## config.mk

```make
export PLATFORM = sky130hd
export DESIGN_NAME = iwc_top
export DESIGN_NICKNAME = d
export VERILOG_FILES = /design/src/design/iwc_pkg.sv /design/src/design/ar_id_mapper.sv /design/src/design/id_slot.sv /design/src/design/iwc_top.sv /design/src/design/r_id_restorer.sv
export VERILOG_INCLUDE_DIRS = /design/src /design/src/design
export SDC_FILE = /design/constraint.sdc
export NUM_CORES = 1
export LEC_CHECK = 0
export ABC_AREA = 1
export BUFFER_PORTS_ARGS = -buffer_cell sky130_fd_sc_hd__buf_2
export CELL_PAD_IN_SITES_DETAIL_PLACEMENT = 0
export CELL_PAD_IN_SITES_GLOBAL_PLACEMENT = 1
export CORE_UTILIZATION = 27
export DETAILED_ROUTE_END_ITERATION = 8
export PLACE_DENSITY = 0.84
export SYNTH_ARGS = -nofsm -noshare
export SYNTH_HDL_FRONTEND = slang
export SYNTH_SLANG_ARGS = --single-unit
```

## constraint.sdc

```tcl
create_clock -name clk_i -period 2.5 [get_ports clk_i]
set_input_delay 0.125 -clock clk_i [delete_from_list [all_inputs] [get_ports clk_i]]
set_output_delay 0.125 -clock clk_i [all_outputs]
set_load 0.05 [all_outputs]
```

## src/design/iwc_cfg.svh

```systemverilog
// Configuration constants for the AXI read-path ID width converter.
// Sizes the subordinate and manager ID fields, the AR and R payloads and
// the remap table that links the two ID spaces.

`ifndef IWC_CFG_SVH
`define IWC_CFG_SVH

// Subordinate port IDs are 6 bits wide
`define IWC_SBR_ID_W 6

// Manager port IDs are 2 bits wide and double as the slot index
`define IWC_MGR_ID_W 2

// One slot per manager ID, so this is 2 ** IWC_MGR_ID_W
`define IWC_NUM_SLOTS 4

// Bursts that may be in flight on one slot at the same time
`define IWC_MAX_TXNS_PER_ID 4

// Payload widths shared by both ports
`define IWC_ADDR_W 32
`define IWC_DATA_W 32
`define IWC_LEN_W 8

// Counter must reach IWC_MAX_TXNS_PER_ID without wrapping
`define IWC_CNT_W 3

`endif

```

## src/design/iwc_pkg.sv

```systemverilog
// Shared types for the AXI read-path ID width converter.
// Holds the vector types for IDs, payload fields and slot counters, and the
// packed AR and R channel structs of both ports.

`include "iwc_cfg.svh"

package iwc_pkg;

  // ID of a burst as seen on the subordinate port
  typedef logic [`IWC_SBR_ID_W-1:0] sbr_id_t;

  // ID on the manager port, which is also the index of a remap slot
  typedef logic [`IWC_MGR_ID_W-1:0] mgr_id_t;

  typedef logic [`IWC_ADDR_W-1:0] addr_t;
  typedef logic [`IWC_DATA_W-1:0] data_t;

  // AXI burst length, encoded as beats minus one
  typedef logic [`IWC_LEN_W-1:0] len_t;

  // Number of bursts a slot still has outstanding
  typedef logic [`IWC_CNT_W-1:0] cnt_t;

  // Read address channel on the subordinate port
  typedef struct packed {
    sbr_id_t id;
    addr_t   addr;
    len_t    len;
  } sbr_ar_t;

  // Read address channel on the manager port
  typedef struct packed {
    mgr_id_t id;
    addr_t   addr;
    len_t    len;
  } mgr_ar_t;

  // Read data channel on the subordinate port
  typedef struct packed {
    sbr_id_t id;
    data_t   data;
    logic    last;
  } sbr_r_t;

  // Read data channel on the manager port
  typedef struct packed {
    mgr_id_t id;
    data_t   data;
    logic    last;
  } mgr_r_t;

endpackage

```

## src/design/ar_id_mapper.sv

```systemverilog
// AR channel path of the ID width converter.
// Looks the incoming subordinate ID up in the remap slots, reuses the slot
// that already holds it or takes the lowest idle one, and forwards the AR
// with the slot index as its manager ID. Stalls when no slot can take it.

`timescale 1ns/10ps

`include "iwc_cfg.svh"

module ar_id_mapper (
  input  iwc_pkg::sbr_ar_t          sbr_ar_i,
  input  logic                      sbr_ar_valid_i,
  output logic                      sbr_ar_ready_o,
  output iwc_pkg::mgr_ar_t          mgr_ar_o,
  output logic                      mgr_ar_valid_o,
  input  logic                      mgr_ar_ready_i,
  input  logic [`IWC_NUM_SLOTS-1:0] slot_match_i,
  input  logic [`IWC_NUM_SLOTS-1:0] slot_busy_i,
  input  logic [`IWC_NUM_SLOTS-1:0] slot_full_i,
  output iwc_pkg::sbr_id_t          lookup_id_o,
  output logic [`IWC_NUM_SLOTS-1:0] claim_o
);

  import iwc_pkg::*;

  logic    hit;
  mgr_id_t hit_idx;
  logic    free;
  mgr_id_t free_idx;
  mgr_id_t slot_sel;
  logic    can_go;
  logic    ar_xfer;

  // Every slot compares its stored ID against this one
  assign lookup_id_o = sbr_ar_i.id;

  // At most one slot can match, so the encoder needs no priority
  always_comb begin
    hit     = 1'b0;
    hit_idx = '0;
    for (int i = 0; i < `IWC_NUM_SLOTS; i++) begin
      if (slot_match_i[i]) begin
        hit     = 1'b1;
        hit_idx = mgr_id_t'(i);
      end
    end
  end

  // Scanning downwards leaves the lowest idle slot as the final pick
  always_comb begin
    free     = 1'b0;
    free_idx = '0;
    for (int i = `IWC_NUM_SLOTS - 1; i >= 0; i--) begin
      if (!slot_busy_i[i]) begin
        free     = 1'b1;
        free_idx = mgr_id_t'(i);
      end
    end
  end

  // A known ID must stay on its own slot to keep its order
  assign slot_sel = hit ? hit_idx : free_idx;

  // A known ID waits for room on its slot, a new one waits for an idle slot
  assign can_go = hit ? !slot_full_i[hit_idx] : free;

  assign mgr_ar_o.id   = slot_sel;
  assign mgr_ar_o.addr = sbr_ar_i.addr;
  assign mgr_ar_o.len  = sbr_ar_i.len;

  assign mgr_ar_valid_o = sbr_ar_valid_i && can_go;

  // Ready only follows the manager while a request is actually pending
  assign sbr_ar_ready_o = sbr_ar_valid_i && can_go && mgr_ar_ready_i;

  assign ar_xfer = sbr_ar_valid_i && can_go && mgr_ar_ready_i;

  // One claim per accepted AR, on the slot the AR was sent to
  always_comb begin
    claim_o = '0;
    if (ar_xfer) begin
      claim_o[slot_sel] = 1'b1;
    end
  end

  // Two slots holding the same live ID would split its ordering domain
  always_comb begin
    assert final ($onehot0(slot_match_i))
      else $error("[FAIL] slot_match_i=%h lookup_id_o=%h", slot_match_i, lookup_id_o);
  end

endmodule

```

## src/design/id_slot.sv

```systemverilog
// One entry of the ID remap table.
// Remembers the subordinate ID bound to this manager ID and counts its
// bursts in flight. The binding lasts until the count drops back to zero.

`timescale 1ns/10ps

`include "iwc_cfg.svh"

module id_slot (
  input  logic             clk_i,
  input  logic             reset_i,
  input  iwc_pkg::sbr_id_t lookup_id_i,
  input  logic             claim_i,
  input  logic             release_i,
  output logic             match_o,
  output logic             busy_o,
  output logic             full_o,
  output iwc_pkg::sbr_id_t stored_id_o
);

  import iwc_pkg::*;

  sbr_id_t id_q;
  cnt_t    cnt_q;

  // Count of bursts accepted on AR whose last R beat has not passed yet
  always_ff @(posedge clk_i) begin
    if (reset_i) begin
      cnt_q <= '0;
    end else if (claim_i && !release_i) begin
      cnt_q <= cnt_q + cnt_t'(1);
    end else if (release_i && !claim_i) begin
      cnt_q <= cnt_q - cnt_t'(1);
    end
  end

  // The ID only binds on the first claim; later claims carry the same ID
  always_ff @(posedge clk_i) begin
    if (claim_i && !busy_o) begin
      id_q <= lookup_id_i;
    end
  end

  assign busy_o = (cnt_q != '0);
  assign full_o = (cnt_q == cnt_t'(`IWC_MAX_TXNS_PER_ID));

  // An idle slot never matches, whatever its stale ID register holds
  assign match_o = busy_o && (id_q == lookup_id_i);

  assign stored_id_o = id_q;

  // A last beat on a slot with nothing outstanding means the manager
  // answered a burst this converter never issued on that ID
  assert property (@(posedge clk_i) disable iff (reset_i) release_i |-> busy_o)
    else $error("[FAIL] release_i=%h cnt_q=%h", release_i, cnt_q);

  // The mapper must hold back a burst once the per-ID limit is reached
  assert property (@(posedge clk_i) disable iff (reset_i) claim_i |-> !full_o)
    else $error("[FAIL] claim_i=%h cnt_q=%h", claim_i, cnt_q);

endmodule

```

## src/design/iwc_top.sv

```systemverilog
// AXI read-path ID width converter, remapping variant.
// Maps each live 6-bit subordinate ID onto one of four 2-bit manager IDs
// so that bursts with equal IDs stay ordered and bursts with different IDs
// stay reorderable. Read data gets its original ID back on the way out.

`timescale 1ns/10ps

`include "iwc_cfg.svh"

module iwc_top (
  input  logic             clk_i,
  input  logic             reset_i,
  // Subordinate port
  input  iwc_pkg::sbr_ar_t sbr_ar_i,
  input  logic             sbr_ar_valid_i,
  output logic             sbr_ar_ready_o,
  output iwc_pkg::sbr_r_t  sbr_r_o,
  output logic             sbr_r_valid_o,
  input  logic             sbr_r_ready_i,
  // Manager port
  output iwc_pkg::mgr_ar_t mgr_ar_o,
  output logic             mgr_ar_valid_o,
  input  logic             mgr_ar_ready_i,
  input  iwc_pkg::mgr_r_t  mgr_r_i,
  input  logic             mgr_r_valid_i,
  output logic             mgr_r_ready_o
);

  import iwc_pkg::*;

  // Per-slot status, one bit per manager ID
  logic [`IWC_NUM_SLOTS-1:0] slot_match;
  logic [`IWC_NUM_SLOTS-1:0] slot_busy;
  logic [`IWC_NUM_SLOTS-1:0] slot_full;

  // One-hot strobes that add or retire one burst on a slot
  logic [`IWC_NUM_SLOTS-1:0] slot_claim;
  logic [`IWC_NUM_SLOTS-1:0] slot_release;

  // Subordinate ID held by every slot, read back on the R path
  sbr_id_t [`IWC_NUM_SLOTS-1:0] slot_id;

  // ID of the pending AR, compared against every slot
  sbr_id_t lookup_id;

  ar_id_mapper u_ar_id_mapper (
    .sbr_ar_i       (sbr_ar_i),
    .sbr_ar_valid_i (sbr_ar_valid_i),
    .sbr_ar_ready_o (sbr_ar_ready_o),
    .mgr_ar_o       (mgr_ar_o),
    .mgr_ar_valid_o (mgr_ar_valid_o),
    .mgr_ar_ready_i (mgr_ar_ready_i),
    .slot_match_i   (slot_match),
    .slot_busy_i    (slot_busy),
    .slot_full_i    (slot_full),
    .lookup_id_o    (lookup_id),
    .claim_o        (slot_claim)
  );

  // The slot index is the manager ID that the slot owns
  for (genvar i = 0; i < `IWC_NUM_SLOTS; i++) begin : gen_slot
    id_slot u_id_slot (
      .clk_i       (clk_i),
      .reset_i     (reset_i),
      .lookup_id_i (lookup_id),
      .claim_i     (slot_claim[i]),
      .release_i   (slot_release[i]),
      .match_o     (slot_match[i]),
      .busy_o      (slot_busy[i]),
      .full_o      (slot_full[i]),
      .stored_id_o (slot_id[i])
    );
  end

  r_id_restorer u_r_id_restorer (
    .mgr_r_i       (mgr_r_i),
    .mgr_r_valid_i (mgr_r_valid_i),
    .mgr_r_ready_o (mgr_r_ready_o),
    .sbr_r_o       (sbr_r_o),
    .sbr_r_valid_o (sbr_r_valid_o),
    .sbr_r_ready_i (sbr_r_ready_i),
    .slot_id_i     (slot_id),
    .release_o     (slot_release)
  );

endmodule

```

## src/design/r_id_restorer.sv

```systemverilog
// R channel path of the ID width converter.
// Swaps the manager ID of each read beat for the subordinate ID that its
// slot holds and retires one burst from that slot on every last beat.
// Data, last and the handshake pass through without a register stage.

`timescale 1ns/10ps

`include "iwc_cfg.svh"

module r_id_restorer (
  input  iwc_pkg::mgr_r_t                         mgr_r_i,
  input  logic                                    mgr_r_valid_i,
  output logic                                    mgr_r_ready_o,
  output iwc_pkg::sbr_r_t                         sbr_r_o,
  output logic                                    sbr_r_valid_o,
  input  logic                                    sbr_r_ready_i,
  input  iwc_pkg::sbr_id_t [`IWC_NUM_SLOTS-1:0]   slot_id_i,
  output logic [`IWC_NUM_SLOTS-1:0]               release_o
);

  import iwc_pkg::*;

  mgr_id_t r_slot;
  logic    r_xfer;

  // The manager ID of a beat is the index of the slot it belongs to
  assign r_slot = mgr_r_i.id;

  // The slot binding cannot change while its bursts are still open,
  // so the stored ID is valid for every beat the manager returns
  assign sbr_r_o.id   = slot_id_i[r_slot];
  assign sbr_r_o.data = mgr_r_i.data;
  assign sbr_r_o.last = mgr_r_i.last;

  assign sbr_r_valid_o = mgr_r_valid_i;

  // Stalls on the subordinate side hold the manager with no buffering
  assign mgr_r_ready_o = sbr_r_ready_i;

  assign r_xfer = mgr_r_valid_i && sbr_r_ready_i;

  // Only the final beat of a burst hands its credit back to the slot
  always_comb begin
    release_o = '0;
    if (r_xfer && mgr_r_i.last) begin
      release_o[r_slot] = 1'b1;
    end
  end

endmodule

```

==> impl_metrics.sql, run 1 <==
INSERT INTO impl_metrics (metric_group, metric, value, unit) VALUES
('status', 'outcome', 'finished with violations', ''),
('status', 'violations', 'setup timing', ''),
('cts', 'tritoncts', 'done', ''),
('critical_path', 'startpoint', 'gen_slot[2].u_id_slot.stored_id_o[2]', ''),
('power', 'report.power.total', '0.002270', 'W'),
('power', 'p_comb_share', '44.1', '%'),
('sta', 'tightestPinTransition', '0.4597', 'ns'),
('die', 'num_rows', '37', ''),
('sta', 'post-route-min-period', '2.728', 'ns'),
('detailed_routing', 'drt-wirelength-per-cell', '14.15', 'microns'),
('sta', 'worst_slew_margin_rel', '69.24', '%'),
('critical_path', 'crit_end', 'gen_slot[0].u_id_slot.cnt_q[2]', ''),
('power', 'vdd.ir_drop.worst', '0.2360', 'mV'),
('sta', 'clock-skew-final', '0.007608', 'ns'),
('critical_path', 'setup.worst_path.start_class', 'flop', ''),
('cts', 'clock_transition_at_the_registers_of_the_reported_paths', '0.08', 'ns'),
('cts', 'cts_htree_levels', '2', ''),
('cts', 'numCtsBuffers', '5', ''),
('power', 'switching_fraction_of_total_power', '36.99', '%'),
('critical_path', 'setup.worst_path.class', 'reg2reg', ''),
('critical_path', 'ff2ff_setup_slack', '-0.23', 'ns'),
('cts', 'clock_tree.buffer_depth', '2', ''),
('layout', 'final_nets', '474', ''),
('placement', 'post-dp-hpwl', '5666', 'microns'),
('logic_synthesis', 'synthesis.area', '0.002893', 'sq mm'),
('logic_synthesis', 'ys.warnings.count', '0', ''),
('critical_path', 'worstPathRequired', '2.74', 'ns'),
('die', 'die_w', '105.5', 'microns'),
('cts', 'cts_sinks', '36', ''),
('die', 'die_h', '105.5', 'microns'),
('global_route', 'overflow', '0', ''),
('die', 'pin_count', '172', ''),
('detailed_routing', 'drcViolationCount', '0', ''),
('detailed_routing', 'drt-total-wl', '7300', 'microns'),
('global_route', 'grt_pass1_vias', '2271', ''),
('global_route', 'grt_pass1_wl', '11020', 'microns'),
('sta', 'rsz0062_at_grt', 'true', ''),
('placement', 'detailedPlace.worstSlack', '-0.2462', 'ns'),
('logic_synthesis', 'yosys-mux-area-fraction', '0', '%'),
('die', 'initial_utilization', '27.90', '%'),
('critical_path', 'launching_point_of_the_worst_reg2reg_path', 'gen_slot[2].u_id_slot.stored_id_o[2]', ''),
('cts', 'clk_latency', '0.29', 'ns'),
('logic_synthesis', 'synth_top_family_by_area', 'buffers and inverters', ''),
('critical_path', 'critical_path.max_fanout', '6', ''),
('global_route', 'track_usage', '13.05', '%'),
('placement', 'globalplace.congestion', '0.8472', ''),
('layout', 'layout-area-overhead-vs-synth', '15.87', '%'),
('die', 'die_area', '0.01113', 'sq mm'),
('logic_synthesis', 'synth.net_count', '458', ''),
('detailed_routing', 'postRouteAntennaNets', '0', ''),
('logic_synthesis', 'synth_area_in_adders', '4.498', '%'),
('power', 'cell_internal_pwr', '0.001430', 'W'),
('critical_path', 'critPathCaptureType', 'flop', ''),
('cts', 'root_buffer', 'sky130_fd_sc_hd__clkbuf_8', ''),
('logic_synthesis', 'netlist_instances', '363', ''),
('detailed_routing', 'via_per_inst', '4.415', ''),
('logic_synthesis', 'ys_ff_latch', '36', ''),
('layout', 'sequential_cell_area', '962.2', 'sq um'),
('global_route', 'grt_start_max_net_pins', '13', ''),
('sta', 'final_max_slew_viol_count', '0', ''),
('sta', 'fin_ws', '-0.2281', 'ns'),
('sta', 'finalSetupViolCount', '8', ''),
('flow_run', 'drv.max_cap_violation_count', '0', ''),
('detailed_routing', 'dr_total_vias', '2278', ''),
('logic_synthesis', 'synth-compound-area-share', '8.997', '%'),
('logic_synthesis', 'yosysSeqAreaShare', '33.22', '%'),
('min_path', 'worstHoldPathType', 'in2reg', ''),
('layout', 'final_layout_size_suffix_gt1_share', '43.16', '%'),
('critical_path', 'worst-endpoint-arrival', '2.97', 'ns'),
('sta', 'timing_hold_violations_final', '0', ''),
('power', 'switchingPower', '0.0008395', 'W');
==> cell usage after synthesis, drive strengths merged <==
| cell | instances | area share, % |
|---|---|---|
| nor2 | 32 | 5.2 |
| ha | 4 | 1.7 |
| xnor2 | 4 | 1.2 |
| inv | 46 | 6.0 |
| dfxtp | 12 | 8.3 |
| a21oi | 13 | 2.2 |
| edfxtp | 24 | 25 |
| a22oi | 6 | 1.6 |
| o21a | 4 | 1.0 |
| nand3 | 18 | 4.2 |
| o221ai | 4 | 1.2 |
| a211oi | 4 | 1.0 |
| buf | 77 | 20 |
| clkbuf | 1 | 0.13 |
| clkinv | 2 | 0.35 |
| and3 | 1 | 0.22 |
| o21bai | 2 | 0.52 |
| nand2 | 80 | 11 |
| o211ai | 2 | 0.52 |
| o21ai | 5 | 0.86 |
| xor2 | 8 | 2.4 |
| nand4 | 1 | 0.43 |
| fa | 4 | 2.8 |
| nor3 | 9 | 2.4 |
==> layout by cell type, fill, tap and decap left out, types with 9 or more instances in the layout <==
cell type                   n
sky130_fd_sc_hd__nand2_1   71
sky130_fd_sc_hd__nor2_4     9
sky130_fd_sc_hd__buf_4     60
sky130_fd_sc_hd__edfxtp_1  24
sky130_fd_sc_hd__nor2_1    17
sky130_fd_sc_hd__inv_1     33
sky130_fd_sc_hd__nand3_1   11
sky130_fd_sc_hd__dfxtp_1   11
sky130_fd_sc_hd__inv_2     13
sky130_fd_sc_hd__buf_2     27
==> layout make-up <==
cell class / instances / share of cell area [%]
tap: 136 / 5.077
sequential: 36 / 28.70
timing repair buffer: 87 / 17.47
inverter: 48 / 5.450
clock inverter: 3 / 1.269
clock buffer: 5 / 2.053
multi-input combinational: 201 / 39.98
==> through the flow <==
step / utilization, % / hold WS (ns) / instance area [sq um]
3_3_place_gp: 29.51 / 0.2503 / 3060
5_1_grt: 32.32 / 0.1687 / 3352
6_report: 32.32 / 0.1704 / 3352
2_1_floorplan: - / 0.2239 / 2932
4_1_cts: 31.11 / 0.1615 / 3226
3_5_place_dp: 29.51 / 0.2503 / 3060
==> power groups by stage <==
stage | combinational (W) | sequential, W | clock, W
floorplan | 0.000848 | 0.000761 | 0
global placement | 0.000896 | 0.000755 | 0
detailed placement | 0.000908 | 0.000759 | 0
CTS | 0.000932 | 0.000747 | 0.000530
global route | 0.00109 | 0.000755 | 0.000553
finish | 0.00100 | 0.000746 | 0.000521
==> cells by family after synthesis <==
kind of cell	after synthesis
AOI/OAI and AO/OA	40
buffers and inverters	126
adders and majority gates	8
and+or+nand+nor	141
xor gates and xnor gates	12
DFF	36
==> worst min path at each step <==
| stage | startpoint | endpoint | slack, ns |
|---|---|---|---|
| 2_1_floorplan | sbr_ar_i[40] | gen_slot[0].u_id_slot.stored_id_o[0] | 0.22 |
| 3_3_place_gp | sbr_ar_i[18] | mgr_ar_o[18] | 0.25 |
| 3_5_place_dp | sbr_ar_i[18] | mgr_ar_o[18] | 0.25 |
| 4_1_cts | reset_i | gen_slot[0].u_id_slot.cnt_q[0] | 0.16 |
| 5_1_grt | reset_i | gen_slot[1].u_id_slot.cnt_q[0] | 0.17 |
| 6_report | reset_i | gen_slot[1].u_id_slot.cnt_q[0] | 0.17 |
==> state kept, by name, summed over array words and instances (netlist names) <==
register / cells
gen_slot.u_id_slot.cnt_q: 12
gen_slot.u_id_slot.stored_id_o: 24
==> repair_timing <==
item / in CTS / in global routing
pin swaps: 15 / 15
setup buffers: 2 / 4
gates resized for setup: 18 / 29
setup endpoints to repair: 7 / 10
hold buffers: 0 / 0
==> worst max-delay path: stages, from the launching register on <==
cell and delay (ns):
sky130_fd_sc_hd__edfxtp_1 0.42, sky130_fd_sc_hd__inv_2 0.09, sky130_fd_sc_hd__nand2_1 0.05, sky130_fd_sc_hd__nand2_1 0.08
sky130_fd_sc_hd__nand2_1 0.07, sky130_fd_sc_hd__nor2_2 0.13, sky130_fd_sc_hd__nand3_2 0.12, sky130_fd_sc_hd__nand2_2 0.10
sky130_fd_sc_hd__nand3_1 0.08, sky130_fd_sc_hd__nand2_1 0.07, sky130_fd_sc_hd__nand2_1 0.06, sky130_fd_sc_hd__nand2_2 0.09
sky130_fd_sc_hd__nand3_4 0.15, sky130_fd_sc_hd__nor2_4 0.11, sky130_fd_sc_hd__ha_2 0.17, sky130_fd_sc_hd__inv_2 0.04
sky130_fd_sc_hd__fa_2 0.35, sky130_fd_sc_hd__a21oi_2 0.14, sky130_fd_sc_hd__o21ai_1 0.09, sky130_fd_sc_hd__a21oi_1 0.13
sky130_fd_sc_hd__o21a_1 0.13
==> metal layers <==
metal / GRT usage (%) / vias up / wire, microns
met5: 0 / - / 0
met4: 6.548 / 0 / 260
met3: 2.845 / 32 / 417
met2: 23.59 / 79 / 3737
met1: 14.34 / 1046 / 2885
li1: - / 1121 / -
Power figures use the tool's default switching activity.
==> run 2, diff against run 1 <==
Settings changed: ABC_AREA 1 to default, PLACE_DENSITY 0.84 to 0.83.
==> impl_metrics.sql, run 2 <==
INSERT INTO impl_metrics (metric_group, metric, value, unit) VALUES
('die', 'initial_utilization', '28.06', '%'),
('global_route', 'overflow', '0', ''),
('sta', 'tightestPinTransition', '0.3792', 'ns'),
('critical_path', 'worstPathRequired', '2.72', 'ns'),
('global_route', 'grt_pass1_vias', '1953', ''),
('min_path', 'worst_hold_path_startpoint', 'sbr_ar_i[41]', ''),
('sta', 'max_freq', '307.5', 'MHz'),
('critical_path', 'path_buf_inv', '1', ''),
('sta', 'post-route-min-period', '3.252', 'ns'),
('critical_path', 'max_stage_delay', '0.45', 'ns'),
('detailed_routing', 'drt-wirelength-per-cell', '16.46', 'microns'),
('layout', 'commonest_non_fill_non_tap_cells_in_the_layout', '51 x sky130_fd_sc_hd__buf_4, 25 x sky130_fd_sc_hd__buf_2, 24 x sky130_fd_sc_hd__edfxtp_1', ''),
('critical_path', 'timing.critical_path.max_delay_family', 'simple AND/OR/NAND/NOR gates', ''),
('detailed_routing', 'wirelength_met1', '2374', 'microns'),
('placement', 'globalplace.congestion', '0.8177', ''),
('logic_synthesis', 'ys.warnings.count', '0', ''),
('die', 'die_area', '0.01005', 'sq mm'),
('critical_path', 'critPathSlowestCell', 'sky130_fd_sc_hd__a311o_2', ''),
('detailed_routing', 'highest-signal-layer', 'met4', ''),
('cts', 'clock_transition_at_the_registers_of_the_reported_paths', '0.07', 'ns'),
('cts', 'clock_tree.buffer_depth', '2', ''),
('detailed_routing', 'dr_total_vias', '1830', ''),
('power', 'leakagePower', '1.289', 'nW'),
('critical_path', 'endpoint_of_the_most_critical_register_to_register_path', 'gen_slot[1].u_id_slot.cnt_q[2]', ''),
('critical_path', 'critPathCaptureType', 'flop', ''),
('layout', 'finish.cell_count_without_fillers', '402', ''),
('logic_synthesis', 'synth_top_area_share', '27.67', '%'),
('die', 'core_area', '0.009284', 'sq mm'),
('logic_synthesis', 'synth.top_cells.by_count', '75 x sky130_fd_sc_hd__buf_4, 24 x sky130_fd_sc_hd__edfxtp_1, 20 x sky130_fd_sc_hd__nor2_1', ''),
('power', 'vdd.ir_drop.worst', '0.3077', 'mV'),
('die', 'pin_count', '172', ''),
('logic_synthesis', 'syn_area_per_cell', '10.46', 'sq um'),
('die', 'die_h', '100.2', 'microns'),
('detailed_routing', 'via_per_inst', '4.552', ''),
('flow_run', 'drv.max_cap_violation_count', '0', ''),
('cts', 'hold_buffers', '0', ''),
('detailed_routing', 'drt-initial-drc-count', '67', ''),
('sta', 'timing_hold_violations_final', '0', ''),
('critical_path', 'ff2ff_setup_slack', '-0.75', 'ns'),
('logic_synthesis', 'synth-async-reset-ratio', '0', '%'),
('cts', 'cts_sinks', '36', ''),
('die', 'die_w', '100.2', 'microns'),
('global_route', 'grt_start_max_net_pins', '13', ''),
('detailed_routing', 'postRouteAntennaNets', '0', ''),
('logic_synthesis', 'post-synth-top-area-cell', 'sky130_fd_sc_hd__edfxtp_1', ''),
('layout', 'layout-area-overhead-vs-synth', '24.74', '%'),
('status', 'outcome', 'finished with violations', ''),
('detailed_routing', 'drt-total-wl', '6615', 'microns'),
('critical_path', 'timing.reg2reg.worst_path_depth', '12', ''),
('global_route', 'grt_antenna_before_repair', '0', ''),
('sta', 'rsz0062_at_grt', 'true', ''),
('global_route', 'grt_pass1_wl', '9908', 'microns'),
('sta', 'finalSetupViolCount', '32', ''),
('detailed_routing', 'drcViolationCount', '0', ''),
('critical_path', 'setup.worst_path.class', 'reg2reg', ''),
('sta', 'clock-skew-final', '0.006852', 'ns'),
('critical_path', 'worst-endpoint-arrival', '3.47', 'ns'),
('logic_synthesis', 'ys_top_cells_by_area', 'sky130_fd_sc_hd__edfxtp_1 28%, sky130_fd_sc_hd__buf_4 22%, sky130_fd_sc_hd__dfxtp_1 9.2%', ''),
('sta', 'worst_slew_margin_rel', '74.53', '%'),
('sta', 'finalCritPeriodShare', '130.1', '%'),
('logic_synthesis', 'synth.net_count', '344', ''),
('layout', 'antenna_cells', '0', ''),
('layout', 'final_layout_size_suffix_gt1_share', '54.21', '%'),
('min_path', 'worstHoldPathType', 'in2reg', ''),
('logic_synthesis', 'yosysSeqAreaShare', '36.89', '%'),
('layout', 'most_frequent_standard_cell_in_the_layout_excluding_fill_and_tap_cells', 'sky130_fd_sc_hd__buf_4', ''),
('logic_synthesis', 'post_synth_num_cell_types', '35', ''),
('sta', 'hold_ws', '0.1550', 'ns'),
('critical_path', 'critical-path-top-cell-by-count', 'sky130_fd_sc_hd__xor2_1', ''),
('logic_synthesis', 'synthesis.area', '0.002605', 'sq mm'),
('placement', 'post-dp-hpwl', '4754', 'microns'),
('detailed_routing', 'met3_wirelength', '445', 'microns'),
('logic_synthesis', 'synth_edf_count', '24', ''),
('logic_synthesis', 'netlist_instances', '249', ''),
('cts', 'tritoncts', 'done', ''),
('sta', 'fin_ws', '-0.7524', 'ns'),
('layout', 'final_nets', '367', ''),
('min_path', 'worstHoldEndpoint', 'gen_slot[3].u_id_slot.stored_id_o[1]', ''),
('cts', 'clk_latency', '0.29', 'ns'),
('critical_path', 'launching_point_of_the_worst_reg2reg_path', 'gen_slot[1].u_id_slot.stored_id_o[4]', ''),
('layout', 'flip_flop_count_of_the_largest_register_after_layout', '24', ''),
('cts', 'cts_htree_levels', '2', ''),
('critical_path', 'path_cells', 'xor2_1 -> nor4_4 -> a221oi_2 -> a311o_2 -> or3b_4 -> nor2_4 -> ha_4 -> inv_2 -> fa_2 -> xor2_1 -> or3_1 -> a21oi_1', ''),
('power', 'pwr_density_cell', '781.1', 'mW/mm^2'),
('status', 'violations', 'setup timing', ''),
('cts', 'numCtsBuffers', '5', ''),
('placement', 'io_buffer_count', '27', ''),
('sta', 'final_max_slew_viol_count', '0', ''),
('die', 'num_rows', '35', ''),
('logic_synthesis', 'synth-main-ff-cell', 'sky130_fd_sc_hd__edfxtp_1', ''),
('placement', 'numPlacedInstances', '383', ''),
('layout', 'final_design_area_no_fill', '0.003249', 'sq mm'),
('cts', 'root_buffer', 'sky130_fd_sc_hd__clkbuf_8', ''),
('logic_synthesis', 'synth_most_common_cell', 'sky130_fd_sc_hd__buf_4', ''),
('detailed_routing', 'firstDrtPassIters', '4', ''),
('logic_synthesis', 'ys_ff_latch', '36', ''),
('critical_path', 'critical_path.max_fanout', '4', ''),
('placement', 'placed_area', '0.002799', 'sq mm'),
('global_route', 'track_usage', '12.92', '%'),
('min_path', 'timing.hold.worst_path_depth', '1', ''),
('critical_path', 'setup.worst_path.start_class', 'flop', ''),
('detailed_routing', 'route.met2.wl', '3537', 'microns');
run 2: changes by cell type after synthesis, sizes merged, moves of 6 or more:
cell and change:
a21oi -7, a22oi -6, inv -41, mux4 +6
nand2 -75, nand3 -14, nor2 -12, or3 +9
xnor2 +10, xor2 +10
run 2: worst max-delay path by stage:
stage                                               startpoint                              to  slack [ns]  cells after the start
after floorplan           gen_slot[1].u_id_slot.stored_id_o[1]  gen_slot[0].u_id_slot.cnt_q[2]       -0.69                     12
after global placement    gen_slot[1].u_id_slot.stored_id_o[1]  gen_slot[0].u_id_slot.cnt_q[2]       -0.59                     12
after detailed placement  gen_slot[1].u_id_slot.stored_id_o[1]  gen_slot[0].u_id_slot.cnt_q[2]       -0.67                     12
after CTS                 gen_slot[1].u_id_slot.stored_id_o[2]  gen_slot[0].u_id_slot.cnt_q[2]       -0.64                     12
after global routing      gen_slot[1].u_id_slot.stored_id_o[1]  gen_slot[1].u_id_slot.cnt_q[2]       -0.86                     12
final                     gen_slot[1].u_id_slot.stored_id_o[4]  gen_slot[1].u_id_slot.cnt_q[2]       -0.75                     12
run 2: power by group:
part / switching [W] / internal, W / total [W]
sequential: 0.0000506 / 0.000727 / 0.000777
clock: 0.000216 / 0.000296 / 0.000512
combinational: 0.000652 / 0.000597 / 0.00125
total: 0.000919 / 0.00162 / 0.00254
run 2: worst reg2reg max path, delay by kind of cell, from the launching register on:
kind	cells	cell delay [ns]
buf+inv	1	0.04
flops	1	0.43
compound gates	3	0.70
xor+xnor	2	0.38
simple gates	4	1.17
fa+ha+maj	2	0.47
run 2: area by class of cell:
cell class	instances	area, sq um
Inverter	5	18.77
Sequential cell	36	962.2
Tap cell	129	161.4
Clock buffer	6	72.57
Multi-Input combinational cell	129	1274
Timing Repair Buffer	95	725.7
Fill cell	922	6035
Clock inverter	2	35.03
run 2: routing by layer:
metal  up-vias  GRT usage (%)
met3        34          2.716
li1        834              -
met5         -              0
met1       891          13.53
met2        71          24.03
met4         0          7.023
run 2: through the flow:
stage | setup TNS (ns) | power (W) | util (%) | worst slack [ns]
final | -8.907 | 0.002538 | 35.00 | -0.7524
after CTS | -5.158 | 0.002426 | 33.41 | -0.6362
after detailed placement | -5.531 | 0.001814 | 30.15 | -0.6660
after global placement | -4.647 | 0.001783 | 30.15 | -0.5858
after global routing | -12.13 | 0.002666 | 35.00 | -0.8561
after floorplan | -6.663 | 0.001708 | - | -0.6917
run 2: kinds of logic after synthesis:
logic type,after synthesis,synth area share (%)
buffers and inverters,84,22.91
and+or+nand+nor,60,12.63
DFF,36,36.89
xor gates and xnor gates,32,10.76
AOI/OAI and AO/OA,19,5.091
muxes,10,6.724
adders and majority gates,8,4.995
run 2: repair_timing:
| action | 4_1_cts | 5_1_grt |
|---|---|---|
| resized for setup | 29 | 31 |
| setup buffers | 9 | 7 |
| setup endpoints to repair | 26 | 32 |
| pin swaps | 18 | 22 |
| hold endpoints to repair | 0 | 0 |
